==> src/usiBusPkg.sv <==
package usiBusPkg;

  // ----------------------------------------
  // Bus geometry
  // ----------------------------------------
  // Data and address width of the host bus
  localparam int usiBusWidth = 32;
  // Block select field, sits above the CSR offset field
  localparam int blockAdrsWidth = 3;
  // CSR offset field common to every block
  localparam int csrAdrsWidth = 16;
  // Offset bits actually decoded by the slaves
  localparam int csrActiveWidth = 8;

  // Block address map
  localparam logic [blockAdrsWidth-1:0] gpioAdrsMap = 3'd0;
  localparam logic [blockAdrsWidth-1:0] sysTimerAdrsMap = 3'd4;

  // Host command, one per cycle
  typedef enum logic [1:0] {
    usiIdle  = 2'b00,
    usiWrite = 2'b01,
    usiRead  = 2'b10
  } usiOpE;

endpackage

==> src/blockCsrPkg.sv <==
package blockCsrPkg;

  // ----------------------------------------
  // GPIO block CSR map
  // ----------------------------------------
  // Output data
  localparam logic [usiBusPkg::csrActiveWidth-1:0] gpioOutOfs = 8'h00;
  // Direction, 1 drives the pad
  localparam logic [usiBusPkg::csrActiveWidth-1:0] gpioDirOfs = 8'h04;
  // Alternate function select
  localparam logic [usiBusPkg::csrActiveWidth-1:0] gpioAltOfs = 8'h08;
  // Synchronized pad input, read only
  localparam logic [usiBusPkg::csrActiveWidth-1:0] gpioInOfs = 8'h0C;

  // ----------------------------------------
  // System timer CSR map
  // ----------------------------------------
  localparam logic [usiBusPkg::csrActiveWidth-1:0] timerCtrlOfs = 8'h00;
  localparam logic [usiBusPkg::csrActiveWidth-1:0] timerReloadOfs = 8'h04;
  // Live count, read only
  localparam logic [usiBusPkg::csrActiveWidth-1:0] timerCountOfs = 8'h08;
  // Sticky expiry, write 1 to clear
  localparam logic [usiBusPkg::csrActiveWidth-1:0] timerStatusOfs = 8'h0C;

  // Bit positions inside ctrl and status
  localparam int timerEnBit = 0;
  localparam int timerExpiredBit = 0;

  // Alternate source per GPIO pin, value is the pin index
  typedef enum logic [1:0] {
    altHeartbeat = 2'd0,
    altTimerTick = 2'd1,
    altTimerFlag = 2'd2
  } gpioAltSelE;

endpackage

==> src/gpioPin.sv <==
`timescale 1ns/1ps

module gpioPin
(
  input  logic iSCLK,
  input  logic qnARST,
  // From the control registers
  input  logic pinOut,
  input  logic pinDir,
  input  logic pinAlt,
  // Alternate function source
  input  logic altSrc,
  // Pad side
  input  logic padIn,
  output logic padOut,
  output logic padOe,
  // Synchronized input back to the CSR block
  output logic pinIn
);

  // First synchronizer stage
  logic syncMeta;

  // Alternate source wins over the register bit
  assign padOut = pinAlt ? altSrc : pinOut;
  // 1 drives the pad, 0 leaves it as input
  assign padOe = pinDir;

  // Two flop synchronizer, pad is asynchronous to iSCLK
  always_ff @(posedge iSCLK or negedge qnARST)
  begin
    if (!qnARST)
    begin
      syncMeta <= 1'b0;
      pinIn    <= 1'b0;
    end
    else
    begin
      syncMeta <= padIn;
      pinIn    <= syncMeta;
    end
  end

endmodule

==> src/gpioCsr.sv <==
`timescale 1ns/1ps

module gpioCsr #(
  parameter int gpioWidth = 3
)
(
  input  logic                                  iSCLK,
  input  logic                                  qnARST,
  // Slave bus side
  input  logic                                  gpioWrEn,
  input  logic                                  gpioRdEn,
  input  logic [usiBusPkg::csrActiveWidth-1:0]  sUsiOfs,
  input  logic [usiBusPkg::usiBusWidth-1:0]     sUsiWd,
  output logic [usiBusPkg::usiBusWidth-1:0]     gpioRd,
  // Alternate sources, one per pin
  input  logic [gpioWidth-1:0]                  altSrc,
  // Pads
  output logic [gpioWidth-1:0]                  gpioOut,
  output logic [gpioWidth-1:0]                  gpioOe,
  input  logic [gpioWidth-1:0]                  gpioIn
);

  // Control registers
  logic [gpioWidth-1:0]                outReg;
  logic [gpioWidth-1:0]                dirReg;
  logic [gpioWidth-1:0]                altReg;
  // Synchronized pad inputs from the pin cells
  logic [gpioWidth-1:0]                pinIn;
  logic [usiBusPkg::usiBusWidth-1:0]   rdWord;

  // ----------------------------------------
  // CSR write
  // ----------------------------------------
  always_ff @(posedge iSCLK or negedge qnARST)
  begin
    if (!qnARST)
    begin
      outReg <= '0;
      dirReg <= '0;
      altReg <= '0;
    end
    else if (gpioWrEn)
    begin
      // Input offset is read only, other offsets ignored
      case (sUsiOfs)
        blockCsrPkg::gpioOutOfs: outReg <= sUsiWd[gpioWidth-1:0];
        blockCsrPkg::gpioDirOfs: dirReg <= sUsiWd[gpioWidth-1:0];
        blockCsrPkg::gpioAltOfs: altReg <= sUsiWd[gpioWidth-1:0];
        default: ;
      endcase
    end
  end

  // ----------------------------------------
  // CSR read
  // ----------------------------------------
  always_comb
  begin
    rdWord = '0;
    case (sUsiOfs)
      blockCsrPkg::gpioOutOfs: rdWord[gpioWidth-1:0] = outReg;
      blockCsrPkg::gpioDirOfs: rdWord[gpioWidth-1:0] = dirReg;
      blockCsrPkg::gpioAltOfs: rdWord[gpioWidth-1:0] = altReg;
      blockCsrPkg::gpioInOfs:  rdWord[gpioWidth-1:0] = pinIn;
      default:                 rdWord = '0;
    endcase
  end

  // Held until the next read of this block
  always_ff @(posedge iSCLK)
  begin
    if (gpioRdEn)
      gpioRd <= rdWord;
  end

  // ----------------------------------------
  // Pin cells
  // ----------------------------------------
  for (genvar i = 0; i < gpioWidth; i++)
  begin : gPin
    gpioPin uPin (
      .iSCLK  (iSCLK),
      .qnARST (qnARST),
      .pinOut (outReg[i]),
      .pinDir (dirReg[i]),
      .pinAlt (altReg[i]),
      .altSrc (altSrc[i]),
      .padIn  (gpioIn[i]),
      .padOut (gpioOut[i]),
      .padOe  (gpioOe[i]),
      .pinIn  (pinIn[i])
    );
  end

endmodule

==> src/sysTimer.sv <==
`timescale 1ns/1ps

module sysTimer #(
  parameter int timerWidth = 32
)
(
  input  logic                                  iSCLK,
  input  logic                                  qnARST,
  // Slave bus side
  input  logic                                  timerWrEn,
  input  logic                                  timerRdEn,
  input  logic [usiBusPkg::csrActiveWidth-1:0]  sUsiOfs,
  input  logic [usiBusPkg::usiBusWidth-1:0]     sUsiWd,
  output logic [usiBusPkg::usiBusWidth-1:0]     timerRd,
  // Expiry outputs
  output logic                                  timerTick,
  output logic                                  timerFlag
);

  logic                               enReg;
  logic [timerWidth-1:0]              reloadReg;
  logic [timerWidth-1:0]              count;
  // Write strobes per CSR
  logic                               ctrlWr;
  logic                               reloadWr;
  logic                               statusClr;
  logic [usiBusPkg::usiBusWidth-1:0]  rdWord;

  assign ctrlWr    = timerWrEn && (sUsiOfs == blockCsrPkg::timerCtrlOfs);
  assign reloadWr  = timerWrEn && (sUsiOfs == blockCsrPkg::timerReloadOfs);
  assign statusClr = timerWrEn && (sUsiOfs == blockCsrPkg::timerStatusOfs)
                     && sUsiWd[blockCsrPkg::timerExpiredBit];

  // Pulse in the zero cycle, period is reload + 1
  assign timerTick = enReg && (count == '0);

  // ----------------------------------------
  // Control and counter
  // ----------------------------------------
  always_ff @(posedge iSCLK or negedge qnARST)
  begin
    if (!qnARST)
    begin
      enReg     <= 1'b0;
      reloadReg <= '0;
      count     <= '0;
      timerFlag <= 1'b0;
    end
    else
    begin
      if (ctrlWr)
        enReg <= sUsiWd[blockCsrPkg::timerEnBit];
      if (reloadWr)
        reloadReg <= sUsiWd[timerWidth-1:0];
      // Count holds while disabled
      if (timerTick)
        count <= reloadReg;
      else if (enReg)
        count <= count - 1'b1;
      // New expiry beats a clear in the same cycle
      if (timerTick)
        timerFlag <= 1'b1;
      else if (statusClr)
        timerFlag <= 1'b0;
    end
  end

  // ----------------------------------------
  // CSR read
  // ----------------------------------------
  always_comb
  begin
    rdWord = '0;
    case (sUsiOfs)
      blockCsrPkg::timerCtrlOfs:   rdWord[blockCsrPkg::timerEnBit] = enReg;
      blockCsrPkg::timerReloadOfs: rdWord[timerWidth-1:0] = reloadReg;
      blockCsrPkg::timerCountOfs:  rdWord[timerWidth-1:0] = count;
      blockCsrPkg::timerStatusOfs: rdWord[blockCsrPkg::timerExpiredBit] = timerFlag;
      default:                     rdWord = '0;
    endcase
  end

  always_ff @(posedge iSCLK)
  begin
    if (timerRdEn)
      timerRd <= rdWord;
  end

endmodule

==> src/heartbeatLed.sv <==
`timescale 1ns/1ps

module heartbeatLed #(
  parameter int blinkCntMax = 24999999
)
(
  input  logic iSCLK,
  input  logic qnARST,
  output logic heartbeat
);

  // Just wide enough for blinkCntMax
  localparam int cntWidth = (blinkCntMax > 0) ? $clog2(blinkCntMax + 1) : 1;

  logic [cntWidth-1:0] cnt;
  logic                wrap;

  assign wrap = (cnt == cntWidth'(blinkCntMax));

  // ----------------------------------------
  // Wrap counter and toggle
  // ----------------------------------------
  always_ff @(posedge iSCLK or negedge qnARST)
  begin
    if (!qnARST)
    begin
      cnt       <= '0;
      heartbeat <= 1'b0;
    end
    else if (wrap)
    begin
      // toggles once per blinkCntMax + 1 cycles
      cnt       <= '0;
      heartbeat <= ~heartbeat;
    end
    else
      cnt <= cnt + 1'b1;
  end

endmodule

==> src/usiBusFabric.sv <==
`timescale 1ns/1ps

module usiBusFabric
(
  input  logic                                     iSCLK,
  input  logic                                     qnARST,
  // Host side
  input  usiBusPkg::usiOpE                         usiCmd,
  input  logic [usiBusPkg::usiBusWidth-1:0]        usiAdrs,
  input  logic [usiBusPkg::usiBusWidth-1:0]        usiWd,
  output logic [usiBusPkg::usiBusWidth-1:0]        usiRd,
  output logic                                     usiRdVd,
  // Slave side, per block enables
  output logic                                     gpioWrEn,
  output logic                                     gpioRdEn,
  output logic                                     timerWrEn,
  output logic                                     timerRdEn,
  // Broadcast offset and write data
  output logic [usiBusPkg::csrActiveWidth-1:0]     sUsiOfs,
  output logic [usiBusPkg::usiBusWidth-1:0]        sUsiWd,
  // Registered slave read words
  input  logic [usiBusPkg::usiBusWidth-1:0]        gpioRd,
  input  logic [usiBusPkg::usiBusWidth-1:0]        timerRd
);

  // Command stage
  usiBusPkg::usiOpE                        cmdOp;
  logic [usiBusPkg::blockAdrsWidth-1:0]    cmdBlk;
  logic [usiBusPkg::csrActiveWidth-1:0]    cmdOfs;
  logic [usiBusPkg::usiBusWidth-1:0]       cmdWd;
  // Read tracking, aligned with slave enables then slave read word
  logic                                    rdP1;
  logic                                    rdP2;
  logic [usiBusPkg::blockAdrsWidth-1:0]    blkP1;
  logic [usiBusPkg::blockAdrsWidth-1:0]    blkP2;
  logic [usiBusPkg::usiBusWidth-1:0]       selRd;

  // ----------------------------------------
  // Host command capture
  // ----------------------------------------
  always_ff @(posedge iSCLK or negedge qnARST)
  begin
    if (!qnARST)
      cmdOp <= usiBusPkg::usiIdle;
    else
      cmdOp <= usiCmd;
  end

  // Block field right above the 16 bit CSR field
  always_ff @(posedge iSCLK)
  begin
    cmdBlk <= usiAdrs[usiBusPkg::csrAdrsWidth +: usiBusPkg::blockAdrsWidth];
    cmdOfs <= usiAdrs[usiBusPkg::csrActiveWidth-1:0];
    cmdWd  <= usiWd;
  end

  // ----------------------------------------
  // Decode and broadcast
  // ----------------------------------------
  always_ff @(posedge iSCLK or negedge qnARST)
  begin
    if (!qnARST)
    begin
      gpioWrEn  <= 1'b0;
      gpioRdEn  <= 1'b0;
      timerWrEn <= 1'b0;
      timerRdEn <= 1'b0;
      rdP1      <= 1'b0;
      rdP2      <= 1'b0;
      blkP1     <= '0;
      blkP2     <= '0;
    end
    else
    begin
      // Unmapped blocks get no enable at all
      gpioWrEn  <= (cmdOp == usiBusPkg::usiWrite) && (cmdBlk == usiBusPkg::gpioAdrsMap);
      gpioRdEn  <= (cmdOp == usiBusPkg::usiRead) && (cmdBlk == usiBusPkg::gpioAdrsMap);
      timerWrEn <= (cmdOp == usiBusPkg::usiWrite) && (cmdBlk == usiBusPkg::sysTimerAdrsMap);
      timerRdEn <= (cmdOp == usiBusPkg::usiRead) && (cmdBlk == usiBusPkg::sysTimerAdrsMap);
      // Every read returns, mapped or not
      rdP1      <= (cmdOp == usiBusPkg::usiRead);
      rdP2      <= rdP1;
      blkP1     <= cmdBlk;
      blkP2     <= blkP1;
    end
  end

  always_ff @(posedge iSCLK)
  begin
    sUsiOfs <= cmdOfs;
    sUsiWd  <= cmdWd;
  end

  // ----------------------------------------
  // Read return
  // ----------------------------------------
  always_comb
  begin
    case (blkP2)
      usiBusPkg::gpioAdrsMap:     selRd = gpioRd;
      usiBusPkg::sysTimerAdrsMap: selRd = timerRd;
      // unmapped block reads as zero
      default:                    selRd = '0;
    endcase
  end

  // One cycle valid strobe, three cycles after the command
  always_ff @(posedge iSCLK or negedge qnARST)
  begin
    if (!qnARST)
    begin
      usiRd   <= '0;
      usiRdVd <= 1'b0;
    end
    else
    begin
      usiRdVd <= rdP2;
      if (rdP2)
        usiRd <= selRd;
    end
  end

endmodule

==> src/usiPeripheralTop.sv <==
`timescale 1ns/1ps

module usiPeripheralTop #(
  parameter int gpioWidth = 3,
  parameter int blinkCntMax = 24999999,
  parameter int timerWidth = 32
)
(
  input  logic                                iSCLK,
  input  logic                                qnARST,
  // Host bus
  input  usiBusPkg::usiOpE                    usiCmd,
  input  logic [usiBusPkg::usiBusWidth-1:0]   usiAdrs,
  input  logic [usiBusPkg::usiBusWidth-1:0]   usiWd,
  output logic [usiBusPkg::usiBusWidth-1:0]   usiRd,
  output logic                                usiRdVd,
  // GPIO pads
  input  logic [gpioWidth-1:0]                gpioIn,
  output logic [gpioWidth-1:0]                gpioOut,
  output logic [gpioWidth-1:0]                gpioOe
);

  // Slave bus
  logic                                 gpioWrEn;
  logic                                 gpioRdEn;
  logic                                 timerWrEn;
  logic                                 timerRdEn;
  logic [usiBusPkg::csrActiveWidth-1:0] sUsiOfs;
  logic [usiBusPkg::usiBusWidth-1:0]    sUsiWd;
  logic [usiBusPkg::usiBusWidth-1:0]    gpioRd;
  logic [usiBusPkg::usiBusWidth-1:0]    timerRd;
  // Alternate function sources
  logic                                 timerTick;
  logic                                 timerFlag;
  logic                                 heartbeat;
  logic [gpioWidth-1:0]                 altSrc;

  // ----------------------------------------
  // Alternate source per pin
  // ----------------------------------------
  always_comb
  begin
    altSrc = '0;
    altSrc[blockCsrPkg::altHeartbeat] = heartbeat;
    altSrc[blockCsrPkg::altTimerTick] = timerTick;
    altSrc[blockCsrPkg::altTimerFlag] = timerFlag;
  end

  usiBusFabric uFabric (
    .iSCLK(iSCLK), .qnARST(qnARST),
    .usiCmd(usiCmd), .usiAdrs(usiAdrs), .usiWd(usiWd),
    .usiRd(usiRd), .usiRdVd(usiRdVd),
    .gpioWrEn(gpioWrEn), .gpioRdEn(gpioRdEn),
    .timerWrEn(timerWrEn), .timerRdEn(timerRdEn),
    .sUsiOfs(sUsiOfs), .sUsiWd(sUsiWd),
    .gpioRd(gpioRd), .timerRd(timerRd)
  );

  gpioCsr #(.gpioWidth(gpioWidth)) uGpio (
    .iSCLK(iSCLK), .qnARST(qnARST),
    .gpioWrEn(gpioWrEn), .gpioRdEn(gpioRdEn),
    .sUsiOfs(sUsiOfs), .sUsiWd(sUsiWd), .gpioRd(gpioRd),
    .altSrc(altSrc),
    .gpioOut(gpioOut), .gpioOe(gpioOe), .gpioIn(gpioIn)
  );

  sysTimer #(.timerWidth(timerWidth)) uTimer (
    .iSCLK(iSCLK), .qnARST(qnARST),
    .timerWrEn(timerWrEn), .timerRdEn(timerRdEn),
    .sUsiOfs(sUsiOfs), .sUsiWd(sUsiWd), .timerRd(timerRd),
    .timerTick(timerTick), .timerFlag(timerFlag)
  );

  // Free running, not on the bus
  heartbeatLed #(.blinkCntMax(blinkCntMax)) uHeartbeat (
    .iSCLK(iSCLK), .qnARST(qnARST),
    .heartbeat(heartbeat)
  );

endmodule

==> config.mk <==
export PLATFORM = sky130hd
export DESIGN_NAME = usiPeripheralTop
export DESIGN_NICKNAME = d
export VERILOG_FILES = /design/src/usiBusPkg.sv /design/src/blockCsrPkg.sv /design/src/gpioPin.sv /design/src/gpioCsr.sv /design/src/sysTimer.sv /design/src/heartbeatLed.sv /design/src/usiBusFabric.sv /design/src/usiPeripheralTop.sv
export SDC_FILE = /design/constraint.sdc
export NUM_CORES = 1
export LEC_CHECK = 0
export ABC_CLOCK_PERIOD_IN_PS = 3000
export BUFFER_PORTS_ARGS = -buffer_cell sky130_fd_sc_hd__buf_2
export CAP_MARGIN = 0
export CELL_PAD_IN_SITES_DETAIL_PLACEMENT = 0
export CELL_PAD_IN_SITES_GLOBAL_PLACEMENT = 2
export CORE_UTILIZATION = 35
export CTS_CLUSTER_DIAMETER = 200
export DETAILED_ROUTE_END_ITERATION = 10
export PLACE_DENSITY = 0.74
export SLEW_MARGIN = 10
export SYNTH_ARGS = -nofsm -noshare
export SYNTH_HDL_FRONTEND = slang
export SYNTH_SLANG_ARGS = --single-unit
==> constraint.sdc <==
create_clock -name iSCLK -period 3 [get_ports iSCLK]
set_input_delay 0.15 -clock iSCLK [delete_from_list [all_inputs] [get_ports iSCLK]]
set_output_delay 0.15 -clock iSCLK [all_outputs]
set_load 0.01 [all_outputs]
# Word-level counts from Yosys, hierarchy flattened
# Cells that the tools add are included.
[totals]
regBits = 272
in_bits = 71
out_inout_bits = 39
word_cells = 74
[classes]
add_sub_neg = 2
eq_ne = 8
n_mux = 12
bitwise_logic = 1
n_reduce_logical = 18
[ops]
columns = ["op", "n"]
rows = [
  ["$mux 32", 2],
  ["$pmux 32 s2", 1],
  ["$pmux 31 s2", 1],
  ["$logic_not 32->1", 1],
  ["$sub 32x1->32 const B", 1],
  ["$add 25x1->25 const B", 1],
  ["$eq 25x25->1 const B", 1],
  ["$mux 25", 1],
  ["$eq 8x4->1 const B", 2],
  ["$pmux 3 s4", 1],
  ["$logic_and 1x1->1", 9],
  ["$eq 8x3->1 const B", 1],
  ["$logic_not 8->1", 1],
  ["$eq 3x3->1 const B", 2],
  ["$logic_not 3->1", 2],
  ["$reduce_and 2->1", 3],
  ["$mux 1", 5],
  ["$pmux 1 s4", 1],
  ["$reduce_bool 2->1", 2],
  ["$eq 2x1->1 const B", 1],
  ["$eq 2x2->1 const B", 1],
  ["$not 1->1", 1],
]

# Logic depth before layout (Yosys ltp)
# Gate-level depths: netlist (run 1).
[depth]
depth_word = 5
depth_mapped = 8
mapped_depth_nobuf = 7

# Modules after synthesis
# Synthesis (run 1) repeated with hierarchy kept, for this count alone.
[hier_totals]
hier_cells = 826
area_unflattened_um2 = 10705.3
[modules_own_cells]
columns = ["mod", "n_inst", "cells_each", "area_each_um2", "seq_area_each_um2"]
rows = [
  ["sysTimer", 1, 375, 4570.6, 2612.5],
  ["usiBusFabric", 1, 247, 3796.1, 2837.7],
  ["heartbeatLed", 1, 127, 1328.8, 650.6],
  ["gpioCsr", 1, 65, 792.0, 315.3],
  ["gpioPin", 3, 4, 72.6, 50.0],
]

# Least setup slack after synthesis (run 1)
# Ideal clock, no wire load.
[synth_timing]
path_type = "flip-flop to flip-flop"
from = "register uTimer.count[19]"
to = "register uTimer.count[30]"
setup_ns = 0.133
t_arrival_ns = 1.940
required_time_ns = 2.867
setup_slack_ns = 0.927
stages_incl_launch_ff = 7
path_buffers = 1
synth_period_minus_slack_ns = 2.073
path_cell_list = "dfrtp_1 nor4_4 nand4_4 or4_4 buf_2 o211ai_1 o21ai_0"
[synth_between]
elab_chain_len = 3
elab_cells_between_ends = 6
cone_classes = "add/sub (1); mux (2); reduce/logical (3)"
[synth_rtl]
columns = ["item", "line", "text"]
rows = [
  ["start: declaration", "sysTimer.sv:22", "logic [timerWidth-1:0] count;"],
  ["start signal: assignment", "sysTimer.sv:57", "count <= reloadReg;"],
  ["start signal: assignment", "sysTimer.sv:59", "count <= count - 1'b1;"],
  ["$sub 32x1->32 or $logic_not 32->1 (tied branches)", "sysTimer.sv:59, sysTimer.sv:35", ""],
  ["$mux 32 or $logic_and 1x1->1 (tied branches)", "sysTimer.sv:58, sysTimer.sv:35", ""],
  ["$mux 32 or $reduce_bool 2->1 (tied branches)", "n/a", ""],
]
# Parallel ways exist; a longest one is shown, timed or not. The select of a mux whose other input is x is not followed.
# A chain may end at the register's enable or synchronous reset.

# Final worst setup path (run 1)
[layout_timing]
from = "register uTimer.count[13]"
to = "output gpioOut[1]"
[layout_between]
elab_chain_len = 3
[layout_rtl]
columns = ["item", "line", "text"]
rows = [
  ["$logic_not 32->1", "sysTimer.sv:35", "assign timerTick = enReg && (count == '0);"],
  ["$logic_and 1x1->1", "sysTimer.sv:35", ""],
  ["$mux 1", "gpioPin.sv:25", "assign padOut = pinAlt ? altSrc : pinOut;"],
  ["end: declaration", "usiPeripheralTop.sv:19", "output logic [gpioWidth-1:0] gpioOut,"],
]
# Every way passes these cells.

==> results.md, run 1 <==
* Status: complete, no violations
* Share of post-route cells with drive strength above 1 at 22.78%
* Die Width at 169.9 um
* Post-Syn Area at 9871 um^2
* Final antenna-violating net count at 0
* Logic depth of the worst path, buffers included at 6
* Drt first pass iters at 4
* Vias at 6302
* Clk buf depth at 3
* Root Driver: clkbuf_16
* End of the worst register-to-register path: uTimer.count[3]$_DFFE_PN0P_
* Clk_lat worst skew at approximately 0.54 ns
* Post-Layout Cell Count at between 1k and 1.5k
* Worst R2R Start: uTimer.count[13]$_DFFE_PN0P_
* Tmin final at 2.751 ns
* Multi-input logic area at 2934 um^2
* Util after Layout at 44.31%
* Unrepaired setup endpoints after global routing: no
* Vias in the first global route at 6391
* Critical path buffers and inverters at 2
* Max_slew headroom at 45.51%
* Yosys warns at 0
* Input/output buffers at 88
* Slowest cell on the critical path: nor4_1
* RD Place Congestion at 0.7621
* Clk_skew at 0.01082 ns
* Setup TNS at 0 ns
* Core Footprint at around 28000 um^2
* Largest net degree at the start of global routing at 70
* Worst setup SP type: flop
* Pleak at 5.448 nW
* Post_cts resized at 0
* CP Data Arrival Time at 2.60 ns
* Max Fclk at 0.3635 GHz
* Top_reg_cell synth: dfrtp_1
* #FFs+latches synth at 272
* Mean Syn Cell Area at about 13 um^2
* Area Growth Syn to Fin at 24.71%
* Critical path capture point type: output port
* Placed instance count at ~1.2k
* Worst setup endpoint: gpioOut[1]
* Row count at 61
* HPWL Detailed at around 13 mm
* Hold Crit Class: in2async
* Slowest stage delay, CP at about 0.46 ns
* Nets at 1008
* Seq/Total Area, Yosys at 66.52%
* Slew Viols, Final at 0
* Async SR Flop Fraction at 56.62%
* Global-route wire length before repair at 34.87 mm
* TritonCTS Buffers at 29
* Overflow after GRT at 0
* # IOs at 110
* R2R Setup Slk at 0.49 ns
* CTS Sinks at 272
* Sequential cell area at roughly 6600 um^2
* Starting Density at 35.53%
* Place WS at about 0.54 ns
* Crit path cell chain: nor4_1, nand2b_1, nor4_4, buf_4, mux2_2, buf_2
* Residual DRC at 0
* CTS H-tree depth at 1
* Critical path class: reg2out
* Power per Cell Area at 678.4 nW/um^2
* Worst-margin pin slew at 0.8173 ns
* Mapped Cells at just under 800
* Final Hold Fails at 0
* Critical path startpoint: uTimer.count[13]$_DFFE_PN0P_
* Antenna diode count at 0
* Total of max-cap violations at 0
* Distinct cells, synth at between 50 and 60
* CTS tree: yes
* Final setup vio count at 0
* Post-synth EDFFs at 35
* Initial antenna violation count at 0
* FF-to-FF path depth at 5
* Drt wl/cell at 15.75 um
* Crit-path max FO at 9
* Post-route clock period utilization at 91.70%
* Syn nets at 860
* Critical path's top delay family: simple AND/OR/NAND/NOR gates
* CP Data Required Time at approximately 2.9 ns
* Maximum VDD drop at 0.0003810 V
* Fillers at 2623
* Worst-path clk slew at 0.06 ns
* Final wirelength at 21.03 mm
* 1st-iter DRT viols at 364
* Final Worst Setup Slack at 0.2489 ns
* Die area at 28880 um^2
* Vias per cell at 4.721
* Die height at approximately 170 um
* Total GRT Usage at 15.19%
-- cells by family after synthesis --
logic type / after synthesis / synth area share, %
flip-flops: 272 / 66.52
AND/OR/NAND/NOR: 198 / 10.91
AO/OA/AOI/OAI: 145 / 9.824
buffers and inverters: 93 / 3.917
multiplexers: 55 / 6.617
XOR/XNOR: 22 / 1.952
adder cells (fa/ha/maj): 2 / 0.2535
-- synthesized netlist by cell type, drive strengths merged, types with 3 or more instances --
library cell    n  area (um^2)
dfrtp         154         3854
and4            3        26.28
o22ai           6        37.54
a21oi           5        25.02
o21ai          64        320.3
mux2           42        473.0
nand2          64        242.7
buf            13        86.33
nand4          10        77.57
and3            7        43.79
nor4           18        170.2
o2bb2ai         9        78.83
a2bb2oi         3        26.28
clkbuf         25        93.84
nor2           33        123.9
dfxtp          83         1662
a22o           31        271.5
nor3           20        110.1
xnor2          12        105.1
a22oi          11        82.58
a21boi          3        22.52
nor4b           3        32.53
nand2b          6        37.54
or3             8        50.05
or4             5        41.29
nand3          14        70.07
mux4            4        90.09
xor2           10        87.58
mux2i           9        90.09
edfxtp         35         1051
inv            55        206.5
-- how the worst min path moves through the flow --
| stage | endpoint | slack (ns) | cells after the start |
|---|---|---|---|
| finish | uHeartbeat.cnt[23]$_DFF_PN0_ | 0.19 | 2 |
| global route | uFabric.cmdWd[30]$_DFF_P_ | 0.22 | 2 |
| CTS | uHeartbeat.cnt[7]$_DFF_PN0_ | 0.20 | 2 |
| floorplan | uFabric.blkP1[0]$_DFF_PN0_ | -0.15 | 0 |
| detailed placement | uHeartbeat.cnt[7]$_DFF_PN0_ | 0.21 | 1 |
| global placement | uHeartbeat.cnt[7]$_DFF_PN0_ | 0.21 | 1 |
-- report_power, final --
part / switching (mW) / internal (mW) / total [mW] / leakage [nW]
registers: 0.107 / 3.85 / 3.96 / 3.10
clock network: 1.47 / 2.28 / 3.75 / 0.520
logic: 0.383 / 0.259 / 0.641 / 1.83
-- final cells by class --
cell class | instances | share of cell area, %
flip-flops and latches | 272 | 53.35
multi-input cells | 422 | 23.84
repair buffers | 155 | 8.813
clock buffers | 42 | 7.654
well taps | 378 | 3.842
inverters | 55 | 1.677
clock inverters | 11 | 0.8233
-- through the flow --
step           hold slack (ns)  power (mW)  instance area (um^2)
6_report                0.1923       8.351                 12310
5_1_grt                 0.2229       8.723                 12310
4_1_cts                 0.2036       8.475                 12280
3_5_place_dp            0.2092       4.627                 10750
3_3_place_gp            0.2107       4.617                 10750
2_1_floorplan          -0.1456       4.374                  9871
-- registers in the layout, summed over array words and instances (netlist names), 8 cells and up --
register / flops
uFabric.usiRd: 32
uFabric.sUsiWd: 32
uFabric.cmdWd: 32
uTimer.timerRd: 32
uTimer.count: 32
uHeartbeat.cnt: 25
uFabric.cmdOfs: 8
uTimer.reloadReg: 32
uFabric.sUsiOfs: 8
-- what timing repair did --
item	4_1_cts	5_1_grt
setup endpoints to repair	0	1
endpoints found under the hold margin	115	0
setup buffers	0	4
hold buffers	49	0
-- routing by layer --
layer  track usage [%]  wire (um)  share of wire, %  vias to the layer above
met5                 0          0                 0                        -
li1                  -          -                 -                     3084
met1             20.82      10030                48                     3071
met3             2.605        943               4.5                       31
met4             3.878        347               1.7                        0
met2             24.88       9703                46                      116
-- layout by cell type, fill, tap and decap left out, drive strengths merged, types with 8 or more instances in the layout --
master / netlist / layout
dlygate4sd3: 0 / 49
o21ai: 64 / 64
dfxtp: 83 / 83
dfrtp: 154 / 154
nor4: 18 / 18
buf: 13 / 106
clkbuf: 25 / 42
o2bb2ai: 9 / 9
a22o: 31 / 31
or3: 8 / 8
mux2i: 9 / 9
inv: 55 / 60
nand4: 10 / 10
xnor2: 12 / 12
xor2: 10 / 10
a22oi: 11 / 11
nand2: 64 / 64
nand3: 14 / 14
edfxtp: 35 / 35
nor3: 20 / 20
nor2: 33 / 33
mux2: 42 / 42
(Power assumes the default switching activity.)
==> run 2, diff against run 1 <==
Settings changed: CELL_PAD_IN_SITES_DETAIL_PLACEMENT 0 to 1.
==> run 2 against run 1 <==
  * Clock skew up 0.0063 ns
  * Critical path type unchanged
  * Setup slack worse by 0.0087 ns
  * Critical path depth down 1
  * Critical endpoint unchanged
  * Largest cell class unchanged
==> results.md, run 2 (synthesized netlist as in run 1, its figures left out) <==
* Sw Share at about a quarter
* Unrepaired setup endpoints after global routing: no
* Maximum VDD drop at a little under 0.0004 V
* Crit path cell chain: nor4_1, nand2b_1, nor4_4, mux2_2, buf_2
* Setup bufs post-CTS at 0
* CTS tree: yes
* Pleak at 5.382 nW
* Final setup vio count at 0
* Row count at 61
* Clk_lat worst skew at about 0.55 ns
* Hold Crit Class: in2async
* CTS Sinks at 272
* Internal power of the cells at roughly 6 mW
* # IOs at 110
* Core Footprint at roughly 28000 um^2
* Slew Viols, Final at 0
* Drt first pass iters at 4
* CTS H-tree depth at 1
* Critical path capture point type: output port
* HPWL Detailed at 13.86 mm
* 1st-iter DRT viols at 278
* Die Width at around 170 um
* Power per Cell Area at 665.3 nW/um^2
* RD Place Congestion at 0.7621
* Most common cell after layout, fill and taps aside: dfrtp_1
* Slowest cell on the critical path: nor4_4
* Crit-path max FO at 9
* Clk network pwr share at 43.2%
* CP Data Required Time at 2.85 ns
* Largest net degree at the start of global routing at 70
* Global-route wire length before repair at around 37 mm
* Final wirelength at ~22 mm
* Max_slew headroom at between 40% and 50%
* Area Growth Syn to Fin at 23.49%
* Die height at between 150 and 200 um
* Tmin final at ~2.8 ns
* Critical path class: reg2out
* Sequential group share of total power at 48.8%
* Combinational Power Share at 8.0%
* Setup TNS at 0 ns
* Status: complete, no violations
* CP Data Arrival Time at ~2.6 ns
* Sequential cell area at 6568 um^2
* Vias at 6424
* Antenna diode count at 0
* Post-route clock period utilization at 91.99%
* Worst-path clk slew at ~0.06 ns
* Die area at 28880 um^2
* Fillers at 2983
* Initial antenna violation count at 0
* Worst-margin pin slew at 0.8157 ns
* Total of max-cap violations at 0
* Most frequent cells in the layout: dfrtp_1, buf_2, dfxtp_1
* Slowest stage delay, CP at 0.49 ns
* Switching pwr at 1.987 mW
* Placed instance count at about 1.2k
* Overflow after GRT at 0
* Multi-input logic area at 2934 um^2
* Residual DRC at 0
* Clk buf depth at 3
* TritonCTS Buffers at 29
* Clk_skew at 0.01707 ns
* Vias in the first global route at 6837
* Root Driver: clkbuf_16
* Max Fclk at 0.3623 GHz
* Input/output buffers at 88
* Vias per cell at ~4.8
* Total GRT Usage at ~16%
* Share of post-route cells with drive strength above 1 at a little under a quarter
* Nets at about 1k
* Starting Density at 35.53%
* Worst setup SP type: flop
* Post-Layout Cell Count at between 1k and 1.5k
* Final antenna-violating net count at 0
* Drt wl/cell at 16.80 um
* Final Hold Fails at 0
## run 2: changes by cell type in the layout (fill, tap and decap cells not counted), moves of 2 or more
cell / before / now
buf_4: 17 / 13
clkinv_2: 3 / 7
clkbuf_16: 35 / 32
clkinvlp_4: 0 / 2
## run 2: layout make-up
class,count,area share [%]
flip-flops and latches,272,53.88
multi-input cells,422,24.07
repair buffers,151,8.653
clock buffers,37,6.970
well taps,378,3.880
inverters,55,1.694
clock inverters,16,0.8520
## run 2: repair_timing
| item | 4_1_cts | 5_1_grt |
|---|---|---|
| resized for setup | 0 | 0 |
| endpoints found under the hold margin | 115 | 0 |
| hold buffers | 49 | 0 |
| endpoints found under the setup margin | 0 | 0 |
## run 2: stage by stage
stage / util, % / cell area (um^2) / setup slack (ns) / total power, mW / hold WS [ns]
after floorplan: - / 9871 / 0.9272 / 4.374 / -0.1456
after global placement: 38.68 / 10750 / 0.5834 / 4.617 / 0.2107
after detailed placement: 38.68 / 10750 / 0.5416 / 4.634 / 0.2103
after CTS: 43.88 / 12190 / 0.1938 / 8.247 / 0.1909
after global routing: 43.88 / 12190 / 0.01535 / 8.488 / 0.2086
final: 43.88 / 12190 / 0.2402 / 8.109 / 0.1730
## run 2: path summary, 6_finish.rpt
| check | from | endpoint | slack (ns) | cells past startpoint |
|---|---|---|---|---|
| setup reg to reg | uTimer.count[14]$_DFFE_PN0P_ | uTimer.count[30]$_DFFE_PN0P_ | 0.55 | 5 |
| hold reg to reg | uFabric.cmdWd[25]$_DFF_P_ | uFabric.sUsiWd[25]$_DFF_P_ | 0.32 | 0 |
| max in group asynchronous | qnARST | uFabric.usiRd[24]$_DFFE_PN0P_ | 1.91 | 3 |
| min in group iSCLK | usiWd[1] | uFabric.cmdWd[1]$_DFF_P_ | 0.24 | 2 |
| hold / removal | qnARST | uHeartbeat.cnt[10]$_DFF_PN0_ | 0.17 | 2 |
| setup / recovery | uTimer.count[14]$_DFFE_PN0P_ | gpioOut[1] | 0.24 | 5 |
## run 2: worst max-delay path: cells and delay by family, from the launching register on
kind                   cells  cell delay [ns]
and+or+nand+nor            3             1.25
DFF                        1             0.43
muxes                      1             0.26
buffers and inverters      1             0.13
## run 2: metal layers
layer	track usage (%)	vias up	part of all wire, %
met3	2.721	43	3.7
met1	22.12	3220	46
met5	0	-	0
met2	26.60	94	48
li1	-	3067	-
met4	4.818	0	2.2
## run 2: power groups by stage
| stage | sequential [mW] | combinational (mW) | clock [mW] |
|---|---|---|---|
| floorplan | 4.00 | 0.371 | 0 |
| global placement | 4.03 | 0.589 | 0 |
| detailed placement | 4.03 | 0.600 | 0 |
| CTS | 3.96 | 0.654 | 3.63 |
| global route | 3.98 | 0.733 | 3.78 |
| finish | 3.96 | 0.646 | 3.50 |
